`config.mk`:
```
export PLATFORM = sky130hd
export DESIGN_NAME = usb_tx
export DESIGN_NICKNAME = d
export VERILOG_FILES = /design/src/design/usb_tx_proto_pkg.sv /design/src/design/usb_tx_timing_pkg.sv /design/src/design/usb_tx_controller.sv /design/src/design/usb_tx_bit_timer.sv /design/src/design/usb_tx_shifter.sv /design/src/design/usb_tx_crc16.sv /design/src/design/usb_tx.sv
export SDC_FILE = /design/constraint.sdc
export NUM_CORES = 1
export LEC_CHECK = 0
export BUFFER_PORTS_ARGS = -buffer_cell sky130_fd_sc_hd__buf_2
export CAP_MARGIN = 10
export CELL_PAD_IN_SITES_DETAIL_PLACEMENT = 1
export CELL_PAD_IN_SITES_GLOBAL_PLACEMENT = 2
export CORE_MARGIN = 2
export CORE_UTILIZATION = 38
export DETAILED_ROUTE_END_ITERATION = 12
export PLACE_DENSITY_LB_ADDON = 0.05
export SKIP_CTS_REPAIR_TIMING = 1
export SKIP_LAST_GASP = 1
export SYNTH_ARGS = -nofsm -noshare
export SYNTH_HDL_FRONTEND = slang
export SYNTH_SLANG_ARGS = --single-unit
```
`constraint.sdc`:
```
create_clock -name tb_clk -period 3.14 [get_ports tb_clk]
set_clock_uncertainty 0.2 [all_clocks]
set_input_delay 0 -clock tb_clk [delete_from_list [all_inputs] [get_ports tb_clk]]
set_output_delay 0 -clock tb_clk [all_outputs]
set_load 0.01 [all_outputs]
```
`src/design/usb_tx_proto_pkg.sv`:
```
// #########################################################################
// USB protocol encodings: PID codes and the PID byte union, SYNC byte,
// CRC16 constants, byte source select, packet states, line phases and
// the dp/dm line states
// #########################################################################

`default_nettype none

package usb_tx_proto_pkg;

	// PID type codes, low nibble of the PID byte
	localparam logic [3:0] PID_DATA0 = 4'b0011;
	localparam logic [3:0] PID_DATA1 = 4'b1011;
	localparam logic [3:0] PID_ACK = 4'b0010;
	localparam logic [3:0] PID_NAK = 4'b1010;

	// PID byte as popped, or as check and type nibbles
	typedef union packed
	{
		logic [7:0] raw;
		struct packed
		{
			// Complement of the type
			logic [3:0] pid_check;
			logic [3:0] pid_type;
		} fields;
	} pid_word_t;

	// Seven 0s then a 1 when sent LSB first
	localparam logic [7:0] SYNC_BYTE = 8'h80;

	// x^16 + x^15 + x^2 + 1, bit-reversed for an LSB-first shift
	localparam logic [15:0] CRC16_POLY = 16'hA001;
	localparam logic [15:0] CRC16_INIT = 16'hFFFF;

	// Byte source of the shifter
	typedef enum logic [1:0]
	{
		LOAD_SYNC,
		LOAD_BUFFER,
		LOAD_CRC_LOW,
		LOAD_CRC_HIGH
	} load_sel_t;

	// Packet states, named after the byte on the line
	localparam logic [2:0] ST_IDLE = 3'd0;
	localparam logic [2:0] ST_SYNC = 3'd1;
	localparam logic [2:0] ST_PID = 3'd2;
	localparam logic [2:0] ST_DATA = 3'd3;
	localparam logic [2:0] ST_CRC_LOW = 3'd4;
	localparam logic [2:0] ST_CRC_HIGH = 3'd5;
	localparam logic [2:0] ST_EOP = 3'd6;

	// What the current line bit is
	localparam logic [2:0] PH_IDLE = 3'd0;
	localparam logic [2:0] PH_DATA = 3'd1;
	localparam logic [2:0] PH_STUFF = 3'd2;
	localparam logic [2:0] PH_SE0 = 3'd3;
	localparam logic [2:0] PH_J = 3'd4;

	// Line states as {dp, dm}
	localparam logic [1:0] LINE_J = 2'b10;
	localparam logic [1:0] LINE_K = 2'b01;
	localparam logic [1:0] LINE_SE0 = 2'b00;

endpackage

`default_nettype wire

```
`src/design/usb_tx_timing_pkg.sv`:
```
// #########################################################################
// Full-speed bit timing: clocks per bit, counter widths, bit stuffing
// limit and end-of-packet length
// #########################################################################

`default_nettype none

package usb_tx_timing_pkg;

	// Clocks per line bit
	localparam int unsigned BIT_CLOCKS = 8;
	localparam int unsigned BIT_CNT_W = 3;

	// Run of 1s that forces a stuffed 0
	localparam int unsigned STUFF_LIMIT = 6;
	localparam int unsigned STUFF_CNT_W = 3;

	// SE0 bit times before the closing J
	localparam int unsigned EOP_SE0_BITS = 2;
	localparam int unsigned EOP_CNT_W = 2;

endpackage

`default_nettype wire

```
`src/design/usb_tx_controller.sv`:
```
// #########################################################################
// Packet FSM: SYNC load, PID pop and latch, payload pops, CRC bytes
// for DATA PIDs, then end-of-packet
// #########################################################################

`timescale 1ns/1ns
`default_nettype none

module usb_tx_controller
	import usb_tx_proto_pkg::*;
(
	input wire tb_clk,
	input wire reset,
	input wire transmit_start,
	input wire transmit_empty,
	input wire pid_word_t tx_data,
	input wire byte_sent,
	input wire eop_done,
	output logic read_enable,
	output logic load_enable,
	output load_sel_t load_select,
	output logic tx_enable,
	output logic crc_enable,
	output logic crc_clear,
	output logic create_eop,
	output logic transmitting
);

	logic [2:0] state;
	logic [2:0] state_next;
	logic sync_load;
	logic [3:0] pid_type;
	logic pid_pop;
	logic crc_pid;

	// End of SYNC with a PID waiting
	assign pid_pop = (state == ST_SYNC) && byte_sent && !transmit_empty;

	// DATA0 and DATA1 carry a CRC
	assign crc_pid = (pid_type == PID_DATA0) || (pid_type == PID_DATA1);

	assign transmitting = (state != ST_IDLE);
	// Bit timer starts one clock after the SYNC load
	assign tx_enable = (state != ST_IDLE) && !sync_load;
	// Only payload bits go into the CRC
	assign crc_enable = (state == ST_DATA);
	assign crc_clear = sync_load;

	always_comb
	begin
		state_next = state;
		load_enable = 1'b0;
		load_select = LOAD_BUFFER;
		read_enable = 1'b0;
		create_eop = 1'b0;
		case (state)
			ST_IDLE:
				if (transmit_start)
					state_next = ST_SYNC;
			ST_SYNC:
			begin
				if (sync_load)
				begin
					load_enable = 1'b1;
					load_select = LOAD_SYNC;
				end
				else if (pid_pop)
				begin
					load_enable = 1'b1;
					read_enable = 1'b1;
					state_next = ST_PID;
				end
				// Empty source, close the packet
				else if (byte_sent)
				begin
					create_eop = 1'b1;
					state_next = ST_EOP;
				end
			end
			ST_PID, ST_DATA:
			begin
				if (byte_sent && !transmit_empty)
				begin
					load_enable = 1'b1;
					read_enable = 1'b1;
					state_next = ST_DATA;
				end
				else if (byte_sent && crc_pid)
				begin
					load_enable = 1'b1;
					load_select = LOAD_CRC_LOW;
					state_next = ST_CRC_LOW;
				end
				else if (byte_sent)
				begin
					create_eop = 1'b1;
					state_next = ST_EOP;
				end
			end
			ST_CRC_LOW:
				if (byte_sent)
				begin
					load_enable = 1'b1;
					load_select = LOAD_CRC_HIGH;
					state_next = ST_CRC_HIGH;
				end
			ST_CRC_HIGH:
				if (byte_sent)
				begin
					create_eop = 1'b1;
					state_next = ST_EOP;
				end
			ST_EOP:
			begin
				// Held through SE0 and J
				create_eop = 1'b1;
				if (eop_done)
					state_next = ST_IDLE;
			end
			default:
				state_next = ST_IDLE;
		endcase
	end

	always_ff @(posedge tb_clk)
	begin
		if (reset)
		begin
			state <= ST_IDLE;
			sync_load <= 1'b0;
		end
		else
		begin
			state <= state_next;
			// One-cycle SYNC load right after start
			sync_load <= (state == ST_IDLE) && transmit_start;
		end
	end

	// PID type kept for the CRC decision
	always_ff @(posedge tb_clk)
	begin
		if (pid_pop)
			pid_type <= tx_data.fields.pid_type;
	end

endmodule

`default_nettype wire

```
`src/design/usb_tx_bit_timer.sv`:
```
// #########################################################################
// Bit-period counter for bit_strobe and data-bit counter for byte_sent
// #########################################################################

`timescale 1ns/1ns
`default_nettype none

module usb_tx_bit_timer
	import usb_tx_timing_pkg::*;
(
	input wire tb_clk,
	input wire reset,
	input wire tx_enable,
	input wire data_bit_sent,
	output logic bit_strobe,
	output logic byte_sent
);

	logic [BIT_CNT_W-1:0] period_cnt;
	logic [2:0] data_cnt;

	// Last clock of each line bit
	assign bit_strobe = tx_enable && (period_cnt == BIT_CNT_W'(BIT_CLOCKS - 1));

	// Eighth data bit leaving, stuffed bits never counted
	assign byte_sent = data_bit_sent && (data_cnt == 3'd7);

	always_ff @(posedge tb_clk)
	begin
		if (reset || !tx_enable)
		begin
			period_cnt <= '0;
			data_cnt <= '0;
		end
		else
		begin
			// Wrap at the strobe
			if (bit_strobe)
				period_cnt <= '0;
			else
				period_cnt <= period_cnt + 1'b1;
			// Wraps to 0 after each byte
			if (data_bit_sent)
				data_cnt <= data_cnt + 1'b1;
		end
	end

endmodule

`default_nettype wire

```
`src/design/usb_tx_shifter.sv`:
```
// #########################################################################
// Byte source mux, LSB-first shift register, bit stuffer, NRZI encoder
// and end-of-packet line driver
// #########################################################################

`timescale 1ns/1ns
`default_nettype none

module usb_tx_shifter
	import usb_tx_proto_pkg::*;
	import usb_tx_timing_pkg::*;
(
	input wire tb_clk,
	input wire reset,
	input wire bit_strobe,
	input wire load_enable,
	input wire load_sel_t load_select,
	input wire [7:0] tx_data,
	input wire [15:0] crc_remainder,
	input wire create_eop,
	output logic dp,
	output logic dm,
	output logic data_bit,
	output logic data_bit_sent,
	output logic eop_done
);

	logic [7:0] shift_reg;
	logic [7:0] shift_next;
	logic [7:0] load_byte;
	logic [2:0] phase;
	logic [2:0] phase_next;
	logic nrzi_j;
	logic nrzi_next;
	logic [STUFF_CNT_W-1:0] ones_cnt;
	logic [STUFF_CNT_W-1:0] ones_next;
	logic [STUFF_CNT_W-1:0] run_next;
	logic [EOP_CNT_W-1:0] eop_cnt;
	logic [EOP_CNT_W-1:0] eop_next;
	logic bit_leaves;
	logic need_stuff;

	always_comb
	begin
		load_byte = SYNC_BYTE;
		case (load_select)
			LOAD_SYNC: load_byte = SYNC_BYTE;
			LOAD_BUFFER: load_byte = tx_data;
			LOAD_CRC_LOW: load_byte = crc_remainder[7:0];
			LOAD_CRC_HIGH: load_byte = crc_remainder[15:8];
		endcase
	end

	// Bit on the line, counted only when it is not a stuffed 0
	assign data_bit = shift_reg[0];
	assign data_bit_sent = bit_strobe && (phase == PH_DATA);
	// End of the closing J
	assign eop_done = bit_strobe && (phase == PH_J);

	// A load or a strobe ends the current data or stuffed bit
	assign bit_leaves = load_enable
		|| (bit_strobe && ((phase == PH_DATA) || (phase == PH_STUFF)));

	// Run of 1s once the current bit has left
	assign run_next = ((phase == PH_DATA) && shift_reg[0]) ? ones_cnt + 1'b1 : '0;
	assign need_stuff = (run_next == STUFF_CNT_W'(STUFF_LIMIT));

	always_comb
	begin
		shift_next = shift_reg;
		phase_next = phase;
		nrzi_next = nrzi_j;
		ones_next = ones_cnt;
		eop_next = eop_cnt;
		if (bit_leaves)
		begin
			ones_next = run_next;
			// Stuffed bit keeps the pending data bit
			if (load_enable)
				shift_next = load_byte;
			else if (phase == PH_DATA)
				shift_next = {1'b0, shift_reg[7:1]};
			if (need_stuff)
			begin
				phase_next = PH_STUFF;
				nrzi_next = ~nrzi_j;
			end
			// Last bit gone, start SE0
			else if (create_eop)
			begin
				phase_next = PH_SE0;
				eop_next = '0;
			end
			else
			begin
				phase_next = PH_DATA;
				// NRZI, toggle on 0
				nrzi_next = nrzi_j ^ ~shift_next[0];
			end
		end
		else if (bit_strobe && (phase == PH_SE0))
		begin
			if (eop_cnt == EOP_CNT_W'(EOP_SE0_BITS - 1))
			begin
				phase_next = PH_J;
				nrzi_next = 1'b1;
			end
			else
				eop_next = eop_cnt + 1'b1;
		end
		else if (bit_strobe && (phase == PH_J))
			phase_next = PH_IDLE;
	end

	always_ff @(posedge tb_clk)
	begin
		if (reset)
		begin
			phase <= PH_IDLE;
			nrzi_j <= 1'b1;
			ones_cnt <= '0;
			eop_cnt <= '0;
		end
		else
		begin
			phase <= phase_next;
			nrzi_j <= nrzi_next;
			ones_cnt <= ones_next;
			eop_cnt <= eop_next;
		end
	end

	always_ff @(posedge tb_clk)
		shift_reg <= shift_next;

	// Idle and NRZI level share the J/K drive
	assign {dp, dm} = (phase == PH_SE0) ? LINE_SE0 : (nrzi_j ? LINE_J : LINE_K);

endmodule

`default_nettype wire

```
`src/design/usb_tx_crc16.sv`:
```
// #########################################################################
// Serial CRC16 over the payload bits, remainder output inverted
// #########################################################################

`timescale 1ns/1ns
`default_nettype none

module usb_tx_crc16
	import usb_tx_proto_pkg::*;
(
	input wire tb_clk,
	input wire reset,
	input wire crc_clear,
	input wire crc_enable,
	input wire data_bit,
	input wire data_bit_sent,
	output logic [15:0] crc_remainder
);

	logic [15:0] crc_q;
	logic [15:0] crc_d;
	logic feedback;

	assign feedback = crc_q[0] ^ data_bit;

	// Right shift, LSB-first data
	always_comb
	begin
		crc_d = crc_q;
		if (crc_enable && data_bit_sent)
			crc_d = {1'b0, crc_q[15:1]} ^ (feedback ? CRC16_POLY : 16'h0000);
	end

	always_ff @(posedge tb_clk)
	begin
		if (reset || crc_clear)
			crc_q <= CRC16_INIT;
		else
			crc_q <= crc_d;
	end

	// Includes the bit leaving now, the low byte loads on that same edge
	assign crc_remainder = ~crc_d;

endmodule

`default_nettype wire

```
`src/design/usb_tx.sv`:
```
// #########################################################################
// USB full-speed packet transmitter top: controller, bit timer,
// shifter and CRC16
// #########################################################################

`timescale 1ns/1ns
`default_nettype none

module usb_tx
	import usb_tx_proto_pkg::*;
(
	input wire tb_clk,
	input wire reset,
	input wire transmit_start,
	input wire transmit_empty,
	input wire [7:0] tx_data,
	output logic read_enable,
	output logic dp,
	output logic dm,
	output logic transmitting
);

	pid_word_t pid_word;
	load_sel_t load_select;
	logic load_enable;
	logic tx_enable;
	logic crc_enable;
	logic crc_clear;
	logic create_eop;
	logic bit_strobe;
	logic byte_sent;
	logic data_bit;
	logic data_bit_sent;
	logic eop_done;
	logic [15:0] crc_remainder;

	// Source byte seen as a PID by the controller
	assign pid_word.raw = tx_data;

	usb_tx_controller u_controller
	(
		.tb_clk(tb_clk),
		.reset(reset),
		.transmit_start(transmit_start),
		.transmit_empty(transmit_empty),
		.tx_data(pid_word),
		.byte_sent(byte_sent),
		.eop_done(eop_done),
		.read_enable(read_enable),
		.load_enable(load_enable),
		.load_select(load_select),
		.tx_enable(tx_enable),
		.crc_enable(crc_enable),
		.crc_clear(crc_clear),
		.create_eop(create_eop),
		.transmitting(transmitting)
	);

	usb_tx_bit_timer u_bit_timer
	(
		.tb_clk(tb_clk),
		.reset(reset),
		.tx_enable(tx_enable),
		.data_bit_sent(data_bit_sent),
		.bit_strobe(bit_strobe),
		.byte_sent(byte_sent)
	);

	usb_tx_shifter u_shifter
	(
		.tb_clk(tb_clk),
		.reset(reset),
		.bit_strobe(bit_strobe),
		.load_enable(load_enable),
		.load_select(load_select),
		.tx_data(tx_data),
		.crc_remainder(crc_remainder),
		.create_eop(create_eop),
		.dp(dp),
		.dm(dm),
		.data_bit(data_bit),
		.data_bit_sent(data_bit_sent),
		.eop_done(eop_done)
	);

	usb_tx_crc16 u_crc16
	(
		.tb_clk(tb_clk),
		.reset(reset),
		.crc_clear(crc_clear),
		.crc_enable(crc_enable),
		.data_bit(data_bit),
		.data_bit_sent(data_bit_sent),
		.crc_remainder(crc_remainder)
	);

endmodule

`default_nettype wire

```
Yosys cells after proc, flatten, opt, wreduce, memory -nomap -nowiden
Cells that the tools add are included.
Operators by class
  add/subtract/negate cells: 4
  equal/unequal tests: 29
  bitwise operators: 6
  reduce and logical (&&, ||, !) cells: 35
  muxes and demuxes: 52
Operator list (count)
  2-to-1 mux 3 bit: 13
  2-to-1 mux 16 bit: 2
  one-hot mux 8 bit (4 select lines): 1
  2-to-1 mux 8 bit: 3
  2-to-1 mux 2 bit: 11
  == test 3 bit, second input constant: 7
  one-hot mux 3 bit (6 select lines): 1
  2-to-1 mux 1 bit: 17
  inverter 16 bit: 1
  XOR 15 x 16 -> 16 bit: 1
  logical AND 1 bit: 14
  == test 3 x 2 -> 1 bit, second input constant: 4
  != test 2 bit, second input constant: 5
  adder 3 x 1 -> 3 bit, second input constant: 3
  AND reduction 4 bit: 2
  == test 3 x 1 -> 1 bit, second input constant: 2
  != test 3 x 2 -> 1 bit, second input constant: 2
  one-hot mux 2 bit (3 select lines): 1
  nonzero test 3 bit: 2
  logical OR 1 bit: 5
  == test 2 x 1 -> 1 bit, second input constant: 2
  == test 2 bit, second input constant: 2
  == test 4 x 2 -> 1 bit, second input constant: 1
  == test 4 bit, second input constant: 1
  other kinds (15): 23
Storage, ports and cells
  input port bits: 12
  bits in registers: 47

Depth between registers and ports, before layout
Gate-level depths: netlist of the first run.
  depth in word-level cells: 18
  gate-level depth with buffers: 11
  depth with buffers taken out: 10

Cells and area by module
A second synthesis of the first run with hierarchy kept.
Unflattened totals
  cells, all modules: 269
  area total of the unflattened synthesis: 2509.9 um^2
Modules (own cells, without submodules)
  usb_tx_shifter: area each 1162.4 um^2, instances 1, cells each 131
  usb_tx_crc16: area each 613.1 um^2, instances 1, cells each 57
  usb_tx_controller: area each 476.7 um^2, instances 1, cells each 59
  usb_tx_bit_timer: area each 257.7 um^2, instances 1, cells each 22

Least setup slack after synthesis of the first run
OpenSTA, ideal clock, no wires.
  path type: register to register
  from: reg u_bit_timer.period_cnt[0]
  to: reg u_shifter.shift_reg[6], data pin
  data arrival time: 2.282 ns
  stages on the path, launching flop included: 12
  clock period less this slack: 2.741 ns
  setup time: 0.258 ns
  path slack: 0.399 ns
  path through: dfxtp_1 > ha_1 > ha_1 > nand2b_1 > clkbuf_1 > or4_1 > buf_6 > buf_12 > mux2i_1 > a22o_1 > a21oi_1 > a21oi_2
On the way
  word-level cells in the longest chain between the ends: 12
  elaborated cells on any way between the ends: 28
Ends and longest elaborated chain
  start, declared: RTL line usb_tx_bit_timer.sv:19  | logic [BIT_CNT_W-1:0] period_cnt;
  start signal, assigned: RTL line usb_tx_bit_timer.sv:41  | period_cnt <= period_cnt + 1'b1;
  == test 3 bit *: RTL line usb_tx_bit_timer.sv:23  | assign bit_strobe = tx_enable && (period_cnt == BIT_CNT_W'(BIT_CLOCKS - 1));
  logical AND 1 bit *: RTL line usb_tx_bit_timer.sv:23
  logical AND 1 bit *: RTL line usb_tx_shifter.sv:56  | assign data_bit_sent = bit_strobe && (phase == PH_DATA);
  logical AND 1 bit: RTL line usb_tx_bit_timer.sv:26  | assign byte_sent = data_bit_sent && (data_cnt == 3'd7);
  logical AND 1 bit: RTL line usb_tx_controller.sv:88  | else if (byte_sent && crc_pid)
  2-to-1 mux 2 bit: RTL line usb_tx_controller.sv:88
  2-to-1 mux 2 bit: RTL line usb_tx_controller.sv:82  | if (byte_sent && !transmit_empty)
  one-hot mux 2 bit (3 select lines): RTL line usb_tx_controller.sv:56  | case (state)
  == test 2 bit, or another cell as far along: RTL line usb_tx_shifter.sv:46  | case (load_select)
  one-hot mux 8 bit (4 select lines): RTL line usb_tx_shifter.sv:46
  2-to-1 mux 8 bit *: RTL line usb_tx_shifter.sv:79  | if (load_enable)
  2-to-1 mux 8 bit *: RTL line usb_tx_shifter.sv:75  | if (bit_leaves)
  end signal, assigned: RTL line usb_tx_shifter.sv:134  | shift_reg <= shift_next;
  end, declared: RTL line usb_tx_shifter.sv:28  | logic [7:0] shift_reg;
Mark *: on every way between the ends. The rest lies on a longest branch, timed or not. The select of a mux whose other input is x is not followed.
A chain may end at the register's enable or synchronous reset.

Final worst setup path of the first run
  from: reg u_bit_timer.period_cnt[0]
  to: reg u_shifter.shift_reg[7], data pin
The elaborated chain is that of the path after synthesis.

==> results of run 1 <==
## routing by layer
layer / GRT usage / part of all wire
met3: 0.0370 / 0.017
met2: 0.267 / 0.43
met5: 0 / 0
met1: 0.281 / 0.54
met4: 0.0577 / 0.016
## final cells by class
| class | instances | area [µm²] |
|---|---|---|
| clock buffers | 5 | 68.8 |
| well taps | 77 | 96.3 |
| flip-flops and latches | 46 | 1030 |
| repair buffers | 40 | 285 |
| inverters | 6 | 22.5 |
| fillers | 728 | 3480 |
| clock inverters | 3 | 18.8 |
| multi-input cells | 198 | 1350 |
## metrics by stage
step / total power [W] / utilization
after global placement: 0.000701 / 0.424
final: 0.00107 / 0.452
after detailed placement: 0.000701 / 0.424
after floorplan: 0.000673 / -
after CTS: 0.00107 / 0.437
after global routing: 0.00111 / 0.452
## where the power goes
part            total, W  switching (W)  internal [W]
clock network   0.000370       0.000213      0.000157
registers       0.000615     0.00000494      0.000610
logic          0.0000805      0.0000447     0.0000358
## cell families after synthesis
family                   count (synthesis)
flip-flops                              46
XOR/XNOR                                 8
AND/OR/NAND/NOR                        106
adder cells (fa/ha/maj)                  6
AO/OA/AOI/OAI                           61
multiplexers                            17
buffers and inverters                   20
## worst register-to-register path, stage by stage (launching register included)
cell and delay, ns:
dfxtp_1 0.34, ha_1 0.16, ha_1 0.24, nand2b_1 0.11
or4_1 0.52, buf_4 0.24, mux2i_1 0.16, nor2b_1 0.14
a221oi_1 0.33, o21ai_0 0.12
## layout by cell type (no fill, tap or decap), drive strengths merged, types with 4 or more instances in the layout
master,instances
dlygate4sd3,9
nor3,8
buf,31
edfxtp,11
nor2b,4
nand3b,6
ha,6
a22o,7
nand2,26
clkbuf,5
dfxtp,35
inv,7
a21oi,21
nand2b,4
xnor2,6
nor3b,5
a31oi,4
a221oi,4
mux2i,16
o21ai,11
nand3,9
nor2,20
## worst min path at each step
stage,start,endpoint,slack [ns],cells after the start
floorplan,transmit_empty,read_enable,-0.14,1
global placement,tx_data[1],u_controller.pid_type[1],0.01,1
detailed placement,tx_data[1],u_controller.pid_type[1],0.004,1
CTS,tx_data[1],u_controller.pid_type[1],-0.31,1
global route,tx_data[5],u_shifter.shift_reg[5],0.0007,4
finish,tx_data[5],u_shifter.shift_reg[5],-0.04,4
==> results.md, run 1 <==
- The core region area is 0.00635 mm².
- In this run, synthesis inferred 11 flip-flops with an integrated enable.
- The detailed-route vias per instance is 5.49.
- Once detailed placement completed, the half-perimeter wirelength came to 4830 µm.
- The multiplexer area fraction after synthesis is 0.0688.
- In the synthesized netlist the dominant register cell turns out to be dfxtp_1.
- The detailed router finished its first iteration with 76 violations.
- The netlist uses 57 different library cells.
- Timing would allow up to 356 MHz.
- Summed over all instances, the cell type with the most area after synthesis is dfxtp_1.
- The logic depth of the worst register-to-register path is 9.
- The number of buffers on the longest clock path is 2.
- The reg2reg setup slack is 0.33 ns.
- The initial antenna violation count is 0.
- Global routing finished with a remaining overflow of 0.
- In the final layout, the share of cells above drive strength 1 is 0.185.
- The largest single stage delay on the critical path is 0.52 ns.
- On the critical path the largest part of the delay comes from simple AND/OR/NAND/NOR gates.
- The flip-flop count of the largest register, all copies and words added is 16.
- The instance count of the mapped netlist is 264.
- The total clock sinks is 46.
- The share of synthesized area in the top cell type comes to 0.281.
- The overall track demand over capacity in global routing is 0.186.
- Across the run, the number of max-cap violations was 0.
- The number of nets at the end of the flow is 315.
- The detailed-routing iteration count for the pre-antenna-repair pass is 4.
- The power density over cell area is 371 mW/mm².
- The number of buffers and inverters on the critical path is 1.
- The routability-driven placement congestion ratio is 0.824.
- The area growth from synthesis to layout is 15.1%.
- IR analysis of the VDD net gives a maximum drop of 231 µV.
- The total DRC errors in the routed layout is 0.
- STA classifies the critical path startpoint as a register.
- In this run the static leakage power is 1.18 nW.
- The time the final worst path needs with I/O delays and setup is 2.81 ns.
- The CTS clock-pin slew for the worst setup and hold paths is 0.09 ns.
- After layout, the worst setup slack is 0.332 ns.
- The clock tree from TritonCTS is yes.
- Sorting the synthesized cells by area gives the leading types as dfxtp_1, edfxtp_1, mux2i_1.
- STA classifies the critical path endpoint as a register.
- The repair_antennas step left the layout with diodes totalling 0.
- The class of the tightest hold or removal check is input pin to register.
- The number of hold-slack violations in the final timing report is 2.
- The slowest cell on the critical path is or4_1.
- The part of the Yosys area used for sequential elements is 0.414.
- The endpoint identified for the worst register-to-register timing path is u_shifter.shift_reg[7].
- The post-route clock period utilization is 0.894.
- The first global-routing pass estimated 10700 µm of wire.
- After synthesis, the share of flip-flops with an asynchronous set or reset is 0.
- Summed over all layers, the routed wires come to 6480 µm.
- The post-synthesis compound-gate area fraction was 0.164.
- In this run, synthesis produced a sequential element count of 46.
- The average instance in the mapped netlist occupies 9.44 µm².
- Measured along the x axis, the die boundary spans 85.0 µm.
- Buffers placed on the I/O ports in this run total 15.
- In this run the tightest slew margin relative to its limit is 0.610.
- The critical path starts at u_bit_timer.period_cnt[0].
- The dominant combinational cell family by area after synthesis is simple AND/OR/NAND/NOR gates.
- The final instance count without filler cells is 375.
- After detailed routing, the average wire length per cell comes to 17.3 µm.
- In this run the cell area measured after placement is 0.00269 mm².
- The root buffer cell chosen for the clock tree is clkbuf_8.
- The number of levels the H-tree was split into is 2.
- The count of synthesis-stage warnings from yosys is 0.
- The combined area of all synthesized cells is 0.00249 mm².
- 16 I/O pins were placed.
- The xor/xnor cell area share of the yosys netlist is 0.0281.
- At the later pin of the worst-skew pair, clock insertion delay measures 0.31 ns.
- The number of vias after detailed routing is 2058.
- The initial utilization of the core area, before any placement, comes to 0.393.
- The floorplan step defined a die boundary enclosing 0.00722 mm².
- By count the netlist is led by dfxtp_1, nand2_1, a21oi_1, nor2_1, mux2i_1.
- The flow ran to the end, but the final reports show violations.
- The final reports fail on hold timing.
- The post-synth net total is 282.
- The critical path runs through a total of 9 cells.
- On the final layout, the worst hold slack is -0.0353 ns.
- The endpoint of the most critical setup path is u_shifter.shift_reg[7].
- The final-report setup violation count is 0.
- The maximum fanout count along the critical path is 16.
- Including well taps, the total number of placed cells is 358.
- At the pin with the least slew margin, the transition time is 0.577 ns.
- The count of final max-slew check failures came to 0.
- Setup repair after global routing left no endpoint under its margin.
- The adder and majority gate portion of the synthesized area is 0.0301.
- The critical path class is register to register.
- By instance count, the leading cell after synthesis is dfxtp_1.
- At the worst endpoint, the required time is 2.99 ns.
- The finished layout cell area is 0.00287 mm².
- The detail route stage leaves a number of antenna-violating nets equal to 0.
- Data arrives at the worst endpoint at 2.66 ns.
- Of the total synthesized cell area, the portion taken by AND, OR, NAND and NOR gates is 0.248.
- Walking the worst path, the cells encountered are ha_1 -> ha_1 -> nand2b_1 -> or4_1 -> buf_4 -> mux2i_1 -> nor2b_1 -> a221oi_1 -> o21ai_0.
- The via count of the first global-routing pass is 2075.
- Timing analysis after detailed placement gives a worst setup slack of 0.353 ns.
- In this run the vertical extent of the chip is 85.0 µm.
- The most frequent cell on the critical path is ha_1.
- The floorplan row count is 29.
- The number of clock buffers inserted by TritonCTS is 5.
- The sum of negative setup slack is 0 ns.
- The startpoint of the most critical register-to-register path is u_bit_timer.period_cnt[0].
- Entering global routing, the biggest net connects 17 pins.
Note: power is estimated with default switching activity, not from simulation.
==> run 2, diff against run 1 <==
- CELL_PAD_IN_SITES_DETAIL_PLACEMENT: 1 -> default
- CELL_PAD_IN_SITES_GLOBAL_PLACEMENT: 2 -> default
- CORE_UTILIZATION: 38 -> 45
==> run 2 against run 1 <==
The flow still finishes with violations (hold timing); clock power down 2%; critical endpoint unchanged; final cell count fell by 1.3%; critical path depth is the same; flip-flop and latch count did not move; maximum frequency rose by 4.6%; via count shrank 2.2%; non-clock buffer count stayed put; sequential share of layout area is 0.079 points higher; worst hold slack better by 0.024 ns; combinational power decreased by 3.9%.
==> results.md, run 2 (synthesis gave the netlist of run 1 again) <==
- The type of element capturing the critical path is a register (unchanged).
- The logic depth of the worst register-to-register path is 9 (unchanged).
- The total DRC errors in the routed layout is 0 (unchanged).
- The type of origin of the critical path is a register (unchanged).
- The power density over cell area came to 369 mW/mm² (was 371 mW/mm²).
- The number of clock buffers inserted by TritonCTS is 5 (unchanged).
- The startpoint of the most critical register-to-register path is u_bit_timer.period_cnt[0] (unchanged).
- The average wire per cell in the routed design is 15.3 µm (was 17.3 µm).
- The leakage power was 1.18 nW (about the same).
- Failing checks: hold timing (unchanged).
- The maximum vdd ir drop is 244 µV (was 231 µV).
- The height of the die was 78.4 µm (was 85.0 µm).
- The final instance count without filler cells is 370 (was 375).
- The max-cap violation count was 0 (unchanged).
- The class of the tightest hold or removal check is input pin to register (unchanged).
- The worst hold path depth is 4 (unchanged).
- The number of levels the H-tree was split into was 2 (unchanged).
- The floorplan row count came to 27 (was 29).
- The CTS clock-pin slew for the worst setup and hold paths was 0.09 ns (about the same).
- The latest clock arrival within the worst-skew pair is 0.30 ns (was 0.31 ns).
- The met2 wirelength from detailed routing is 2510 µm (was 2790 µm).
- The fill cell instance count of the final layout is 518 (was 728).
- The die footprint was 0.00615 mm² (was 0.00722 mm²).
- The critical path class is register to register (unchanged).
- The routed length on met3 is 127 µm (was 108 µm).
- The number of hold-slack violations in the final timing report is 1 (was 2).
- The end point of the worst hold path is u_controller.state[2] (was u_shifter.shift_reg[5]).
- The launch point of the worst hold path is transmit_empty (was tx_data[5]).
- The total grt overflow was 0 (unchanged).
- The post-synthesis to final-layout area growth is 14.8% (was 15.1%).
- The horizontal die dimension was 78.4 µm (was 85.0 µm).
- The residual antenna-violating net count after detailed routing came to 0 (unchanged).
- The post-layout total power was 0.00106 W (was 0.00107 W).
- The total clock sinks is 46 (unchanged).
- The count of final max-slew check failures was 0 (unchanged).
- Commonest cells after routing, fill and taps aside: dfxtp_1, nand2_1, nor2_1, a21oi_1, mux2i_1 (was dfxtp_1, nand2_1, nor2_1, a21oi_1).
- The number of buffers on the longest clock path is 2 (unchanged).
- The core region area is 0.00544 mm² (was 0.00635 mm²).
- The number of nets at the end of the flow is 315 (unchanged).
- Setup repair after global routing missed its margin: no (unchanged).
- The leading cell type in the layout, fill and taps excluded is dfxtp_1 (unchanged).
- The detailed-routing iteration count for the pre-antenna-repair pass was 4 (unchanged).
- The layout cell share with drive strength beyond 1 is 0.174 (was 0.185).
- The time the final worst path needs with I/O delays and setup is 2.68 ns (was 2.81 ns).
- The reg-to-reg critical path endpoint is u_shifter.shift_reg[7] (unchanged).
- The initial antenna violation count is 0 (unchanged).
- The tightest slew margin relative to the limit is 0.625 (was 0.610).
- The topmost layer with routed signal wires is met4 (unchanged).
- The overall track demand over capacity in global routing is 0.191 (was 0.186).
- The sum of negative setup slack is 0 ns (unchanged).
- The estimated wirelength of the detail-placed design is 4180 µm (was 4830 µm).
- The initial standard-cell utilization of the core came to 0.458 (was 0.393).
- The starting DRC count in detailed routing is 108 (was 76).
- The cell count after placement is 352 (was 358).
- The routability-driven placement congestion ratio is 0.824 (about the same).
- The arrival time at the worst endpoint is 2.53 ns (was 2.66 ns).
- The reg2reg setup slack was 0.46 ns (was 0.33 ns).
- The clock tree from TritonCTS was yes (unchanged).
- The detailed-route vias per instance was 5.44 (was 5.49).
- The maximum number of pins on one net before global-route repair was 17 (unchanged).
- The flip-flop count of the largest register, all copies and words added is 16 (unchanged).
- The number of I/O port buffers is 15 (unchanged).
- The final-report setup violation count is 0 (unchanged).
- The cell at the root of the clock tree was clkbuf_8 (unchanged).
- The required time of the critical path is 2.98 ns (was 2.99 ns).
- The top-level port count came to 16 (unchanged).
- The sum of routed wire segments on met1 is 2980 µm (was 3480 µm).
- The slew at the pin closest to its max-slew limit is 0.555 ns (was 0.577 ns).
- The post-route clock period utilization is 0.855 (was 0.894).
- The maximum fanout count along the critical path is 16 (unchanged).
- Outcome: complete, but fails checks (unchanged).
- The routed wire length was 5660 µm (was 6480 µm).
- The via count of the first global-routing pass is 1852 (was 2075).
- The number of vias after detailed routing is 2013 (was 2058).
- The first-pass GRT wire length came to 9170 µm (was 10700 µm).
- The maximum operating frequency is 373 MHz (was 356 MHz).
- The smallest hold slack came to -0.0118 ns (was -0.0353 ns).
- The count of antenna diodes in the layout came to 0 (unchanged).
run 2: cell types whose count changed in the layout (fill, tap and decap cells not counted), sizes merged:
cell / change
clkbuf: +1
dlygate4sd3: +1
buf: -1
clkinv: -1
run 2: worst max path at each step:
stage / cells after the start / end / slack, ns / from
after global placement: 9 / u_shifter.shift_reg[7] / 0.51 / u_bit_timer.period_cnt[0]
after global routing: 9 / u_shifter.shift_reg[7] / 0.25 / u_bit_timer.period_cnt[0]
final: 9 / u_shifter.shift_reg[7] / 0.46 / u_bit_timer.period_cnt[0]
after CTS: 9 / u_shifter.shift_reg[7] / 0.43 / u_bit_timer.period_cnt[0]
after detailed placement: 9 / u_shifter.shift_reg[7] / 0.46 / u_bit_timer.period_cnt[0]
after floorplan: 11 / u_shifter.shift_reg[6] / 0.40 / u_bit_timer.period_cnt[0]
run 2: critical path: stages, from the launching register on:
cell	delay (ns)
dfxtp_1	0.34
ha_1	0.15
ha_1	0.23
nand2b_1	0.09
or4_1	0.50
buf_4	0.23
mux2i_1	0.15
nor2b_1	0.14
a221oi_1	0.29
o21ai_0	0.11
run 2: layer usage:
metal,global-route usage,vias up
li1,-,1037
met1,0.285,957
met2,0.284,15
met3,0.0368,4
met4,0.0474,0
met5,0,-
run 2: metrics by stage:
stage / worst slack (ns) / utilization / cell area (µm²)
floorplan: 0.399 / - / 2490
global placement: 0.514 / 0.492 / 2680
detailed placement: 0.456 / 0.492 / 2680
CTS: 0.430 / 0.508 / 2760
global route: 0.250 / 0.526 / 2860
finish: 0.456 / 0.526 / 2860
run 2: cell type report:
| class | instances | area (µm²) | area share |
|---|---|---|---|
| Multi-Input combinational cell | 198 | 1350 | 0.470 |
| Sequential cell | 46 | 1030 | 0.360 |
| Timing Repair Buffer | 40 | 288 | 0.101 |
| Tap cell | 72 | 90.1 | 0.0315 |
| Clock buffer | 6 | 72.6 | 0.0254 |
| Inverter | 6 | 22.5 | 0.00787 |
| Clock inverter | 2 | 12.5 | 0.00437 |
run 2: report_power, final:
group          internal [W]  switching (W)  total (W)
combinational     0.0000365      0.0000408  0.0000774
clock              0.000158       0.000204   0.000361
sequential         0.000610     0.00000711   0.000617
